===== src/sb_params.svh =====
`ifndef SB_PARAMS_SVH
`define SB_PARAMS_SVH

// store buffer depth in entries
`define SB_DEPTH 8

// data memory depth in 32-bit words
`define SB_MEM_WORDS 256

// byte address width of loads, stores and the memory port
`define SB_ADDR_W 20

`endif


===== src/sb_pkg.sv =====
`default_nettype none

`include "sb_params.svh"

package sb_pkg;

    typedef logic [`SB_ADDR_W-1:0]       addr_t;   // byte address
    typedef logic [31:0]                 word_t;
    typedef logic [31:0]                 pc_t;     // store tag used by kill
    typedef logic [$clog2(`SB_DEPTH):0]  count_t;  // 0 .. SB_DEPTH

    // one buffered store, also the store input of the subsystem
    typedef struct packed {
        addr_t addr;
        word_t data;     // byte stores carry the byte in data[7:0]
        pc_t   pc;
        logic  is_byte;
    } store_t;

    // head of the buffer on its way to memory
    typedef struct packed {
        addr_t addr;
        word_t data;
        logic  is_byte;
    } mem_wr_t;

    typedef struct packed {
        addr_t addr;
        logic  is_byte;
    } load_req_t;

    // registered answer of the buffer lookup
    typedef struct packed {
        logic  hit;
        logic  conflict;  // overlapping store that cannot be forwarded
        word_t data;      // lane-aligned, load unit picks its byte
    } fwd_t;

    typedef enum logic [1:0] {
        IDLE,
        LOOKUP,
        WAIT_DRAIN
    } load_state_t;

endpackage

`default_nettype wire


===== src/load_unit.sv =====
`timescale 1ns/100ps
`default_nettype none

module load_unit (
    input  wire logic              clk_i,
    input  wire logic              rst_i,
    input  wire sb_pkg::load_req_t load_i,
    input  wire logic              load_valid_i,
    input  wire sb_pkg::fwd_t      fwd_i,
    input  wire sb_pkg::word_t     mem_rd_data_i,
    output sb_pkg::load_req_t      lookup_o,
    output logic                   lookup_valid_o,
    output sb_pkg::addr_t          mem_rd_addr_o,
    output logic                   port_free_o,
    output logic                   load_done_o,
    output sb_pkg::word_t          load_data_o,
    output logic                   load_busy_o
);

    sb_pkg::load_state_t state_q;
    sb_pkg::load_state_t state_n;
    sb_pkg::load_req_t   req_q;
    logic                rsp_q;     // fwd and memory data answer the last LOOKUP
    sb_pkg::word_t       src_word;
    logic [7:0]          lane_byte;

    always_comb begin
        state_n = state_q;
        unique case (state_q)
            sb_pkg::IDLE: begin
                if (load_valid_i) begin
                    state_n = sb_pkg::LOOKUP;
                end
            end
            sb_pkg::LOOKUP: begin
                state_n = sb_pkg::WAIT_DRAIN;
            end
            sb_pkg::WAIT_DRAIN: begin
                // first cycle finishes the load, later cycles poll until no overlap
                if (!fwd_i.conflict) begin
                    state_n = rsp_q ? sb_pkg::IDLE : sb_pkg::LOOKUP;
                end
            end
            default: begin
                state_n = sb_pkg::IDLE;
            end
        endcase
    end

    always_ff @(posedge clk_i) begin
        if (rst_i) begin
            state_q <= sb_pkg::IDLE;
            rsp_q   <= 1'b0;
        end else begin
            state_q <= state_n;
            rsp_q   <= (state_q == sb_pkg::LOOKUP);
        end
    end

    always_ff @(posedge clk_i) begin
        if (state_q == sb_pkg::IDLE && load_valid_i) begin
            req_q <= load_i;
        end
    end

    assign lookup_o       = req_q;
    assign lookup_valid_o = (state_q != sb_pkg::IDLE);  // repeated while waiting
    assign mem_rd_addr_o  = req_q.addr;
    assign port_free_o    = (state_q != sb_pkg::LOOKUP);  // no drain under the read
    assign load_busy_o    = (state_q != sb_pkg::IDLE);

    assign load_done_o = (state_q == sb_pkg::WAIT_DRAIN) && rsp_q && !fwd_i.conflict;

    assign src_word    = fwd_i.hit ? fwd_i.data : mem_rd_data_i;
    assign lane_byte   = src_word[8*req_q.addr[1:0] +: 8];
    assign load_data_o = req_q.is_byte ? {{24{1'b0}}, lane_byte} : src_word;

endmodule

`default_nettype wire


===== config.mk =====
export PLATFORM = sky130hd
export DESIGN_NAME = load_unit
export DESIGN_NICKNAME = d
export VERILOG_FILES = /design/src/sb_pkg.sv /design/src/load_unit.sv
export VERILOG_INCLUDE_DIRS = /design/src
export SDC_FILE = /design/constraint.sdc
export NUM_CORES = 1
export LEC_CHECK = 0
export CAP_MARGIN = 0
export CORE_AREA = 2 2 65 67
export DETAILED_ROUTE_END_ITERATION = 8
export DIE_AREA = 0 0 67 69
export DONT_BUFFER_PORTS = 1
export GPL_ROUTABILITY_DRIVEN = 0
export GPL_TIMING_DRIVEN = 1
export PLACE_DENSITY = 0.7
export SYNTH_ARGS = -nofsm -noshare
export SYNTH_HDL_FRONTEND = slang
export SYNTH_SLANG_ARGS = --single-unit

===== constraint.sdc =====
create_clock -name clk_i -period 4.15 [get_ports clk_i]
set_input_delay 0.83 -clock clk_i [delete_from_list [all_inputs] [get_ports clk_i]]
set_output_delay 0.83 -clock clk_i [all_outputs]
set_load 0.01 [all_outputs]

==> reports/metrics.yaml <==
status: "finished clean"
dp_hpwl_mm: 3.27
synth_warnings: 0
synth-seq-cells: 24
vias: 1134
tritoncts: "done"
end_kind: "primary output"
place_area_um2: 1610
antenna_cells: 0
clock_skew_ps: 0.700
ir_drop_uv: 276
pwr-share-comb_pct: 18.4
cts-root-buf: "clkbuf_8"
worstPathArrival_ps: 1790
min_period_ps: 2620
drt_iter0_markers: 32
r2r_end: "mem_rd_addr_o[15]"
antenna_found_initial: 0
wl_mm: 4.04
synthCells: 157
syn_area_um2: 1760
reg2reg_from: "state_q[1]"
place.port_buffers: 0
whs_path_depth: 1
fill_cells: 364
maxSlewViolCount: 0
drive_gt1_share_pct: 13.4
cts_sinks: 24
hold_path.class: "flop to flop"
synth_cell_types: 23
powerDensity_nw_per_um2: 370
final_common_cell: "mux2i_1"
relSlewSlack_pct: 61.5
switchingPower_uw: 160
ant_nets: 0
tightest_slew_ps: 577
cts_setup_buffers: 0
cts_resized: 0
grt_max_degree: 35
fin_crit_sh_pct: 63.2
cp_data_required_time_ps: 3320
die_y_um: 69
htree_num_levels: 1
cts_hold_buffers: 0
cts_buffers: 3
switching_share_pct: 25.8
ys_seq_area_share_pct: 39.3
die_x_um: 67
layout_common_cells: "mux2i_1 (41), nor2_1 (27), edfxtp_1 (21), a2bb2oi_1 (8), o221ai_1 (8)"
cts_buffer_depth: 2
avgSynthCellArea_um2: 11.2
hold_start: "state_q[0]"
rows: 23
power_frac_seq_pct: 50.0
overflow: 0
drt_first_pass_iters: 4
wl_per_cell_um: 21.9
grt_pass1_vias: 1169
reg2reg_slack_ps: 2730
ios: 167
finalSetupViolations: 0
grt_pass1_wl_mm: 5.58
report.final.hold_viol_count: 0
pwr-share-clk_pct: 31.7
grt.total_usage_pct: 15.9
insertion_delay_ps: 260
nets: 225
finalSetupTns_ps: 0
routed_via_density: 6.16
die_area_um2: 4620
critPathLaunchType: "flop"
start_util_pct: 44.9
crit_type: "flop to primary output"
whs_endpoint: "state_q[0]"
r2r_cells: 3
drv_cap: 0
hold_slack_ps: 518
fin_area_um2: 1680
fp.coreArea_um2: 3910
rsz0062_at_grt: "no"
p_int_uw: 460
path_max_fanout: 16
fmax_ghz: 0.381
synth_fp_nets: 247
areaGrowthSynthToFinish_pct: -4.49
p_leak_uw: 0.000683
route.detailed.drc: 0
clk_pin_slew_ps: 80
through the flow:
stage                     utilization (%)  std cells  power (µW)  setup WS [ps]
after CTS                            42.8        184         627           1540
after detailed placement             41.0        180         431           1700
after global placement               41.0        180         428           1730
after global routing                 42.8        184         648           1380
final                                42.8        184         621           1530
after floorplan                         -        157         438           1660
synthesized netlist by cell type:
master / count / area share (%)
a2bb2oi_1: 8 / 4.0
or2_2: 1 / 0.36
nand2b_1: 1 / 0.36
nor4bb_1: 1 / 0.57
nor2_1: 27 / 5.8
inv_1: 1 / 0.21
buf_12: 1 / 1.1
edfxtp_1: 21 / 36
dfxtp_1: 3 / 3.4
o21ai_2: 1 / 0.50
nand3b_1: 2 / 0.86
a21oi_1: 1 / 0.28
buf_4: 24 / 10
mux2_2: 5 / 3.2
nand3b_2: 1 / 0.64
mux2_4: 3 / 2.6
mux2i_1: 41 / 23
buf_2: 1 / 0.28
clkbuf_1: 2 / 0.43
nor3_1: 1 / 0.28
o221ai_1: 8 / 4.0
buf_6: 2 / 1.3
nand3_1: 1 / 0.28
area by class of cell:
class | count | area [µm²] | share of cell area (%)
multi-input combinational | 102 | 826 | 49.3
sequential | 24 | 691 | 41.2
tap | 50 | 62.6 | 3.73
clock buffer | 3 | 41.3 | 2.46
clock inverter | 1 | 30.0 | 1.79
timing repair buffer | 3 | 22.5 | 1.34
inverter | 1 | 3.75 | 0.224
worst max path at each step:
stage,start,end,slack [ps],depth (start not counted)
finish,lookup_o[0],load_data_o[5],1530,3
global route,lookup_o[0],load_data_o[1],1380,2
CTS,lookup_o[0],load_data_o[6],1540,3
detailed placement,fwd_i[33],load_data_o[6],1700,3
global placement,fwd_i[33],load_data_o[5],1730,3
floorplan,fwd_i[33],load_data_o[7],1660,4
logic make-up (layout without fill, tap and decap cells):
group                  Yosys count  after routing  share of synthesized area [%]
multiplexers                    49             49                           29.2
AND/OR/NAND/NOR                 35             35                           9.12
buffers and inverters           31              8                           13.6
flip-flops                      24             24                           39.3
AO/OA/AOI/OAI                   18             18                           8.77
state kept, by name, indices dropped and copies added, names as in the netlist:
| register | count |
|---|---|
| mem_rd_addr_o | 20 |
| rsp_q | 1 |
| state_q | 2 |
| lookup_o | 1 |
worst max-delay path: stages, from the launching register on:
cell and delay (ps):
edfxtp_1 720, o21ai_2 240, a2bb2oi_1 320, o221ai_1 250
power by group through the flow:
stage	sequential, µW	combinational (µW)	clock, µW
2_1_floorplan	303	135	0
3_3_place_gp	315	113	0
3_5_place_dp	316	114	0
4_1_cts	311	115	201
5_1_grt	313	124	211
6_report	310	114	196
per-layer routing:
metal,vias to the layer above,share of wire [%],track usage [%]
li1,516,-,-
met1,520,38,19.0
met2,96,50,27.4
met3,2,12,4.73
met4,0,0.35,3.63
met5,-,0,0
Power figures use the tool's default switching activity.
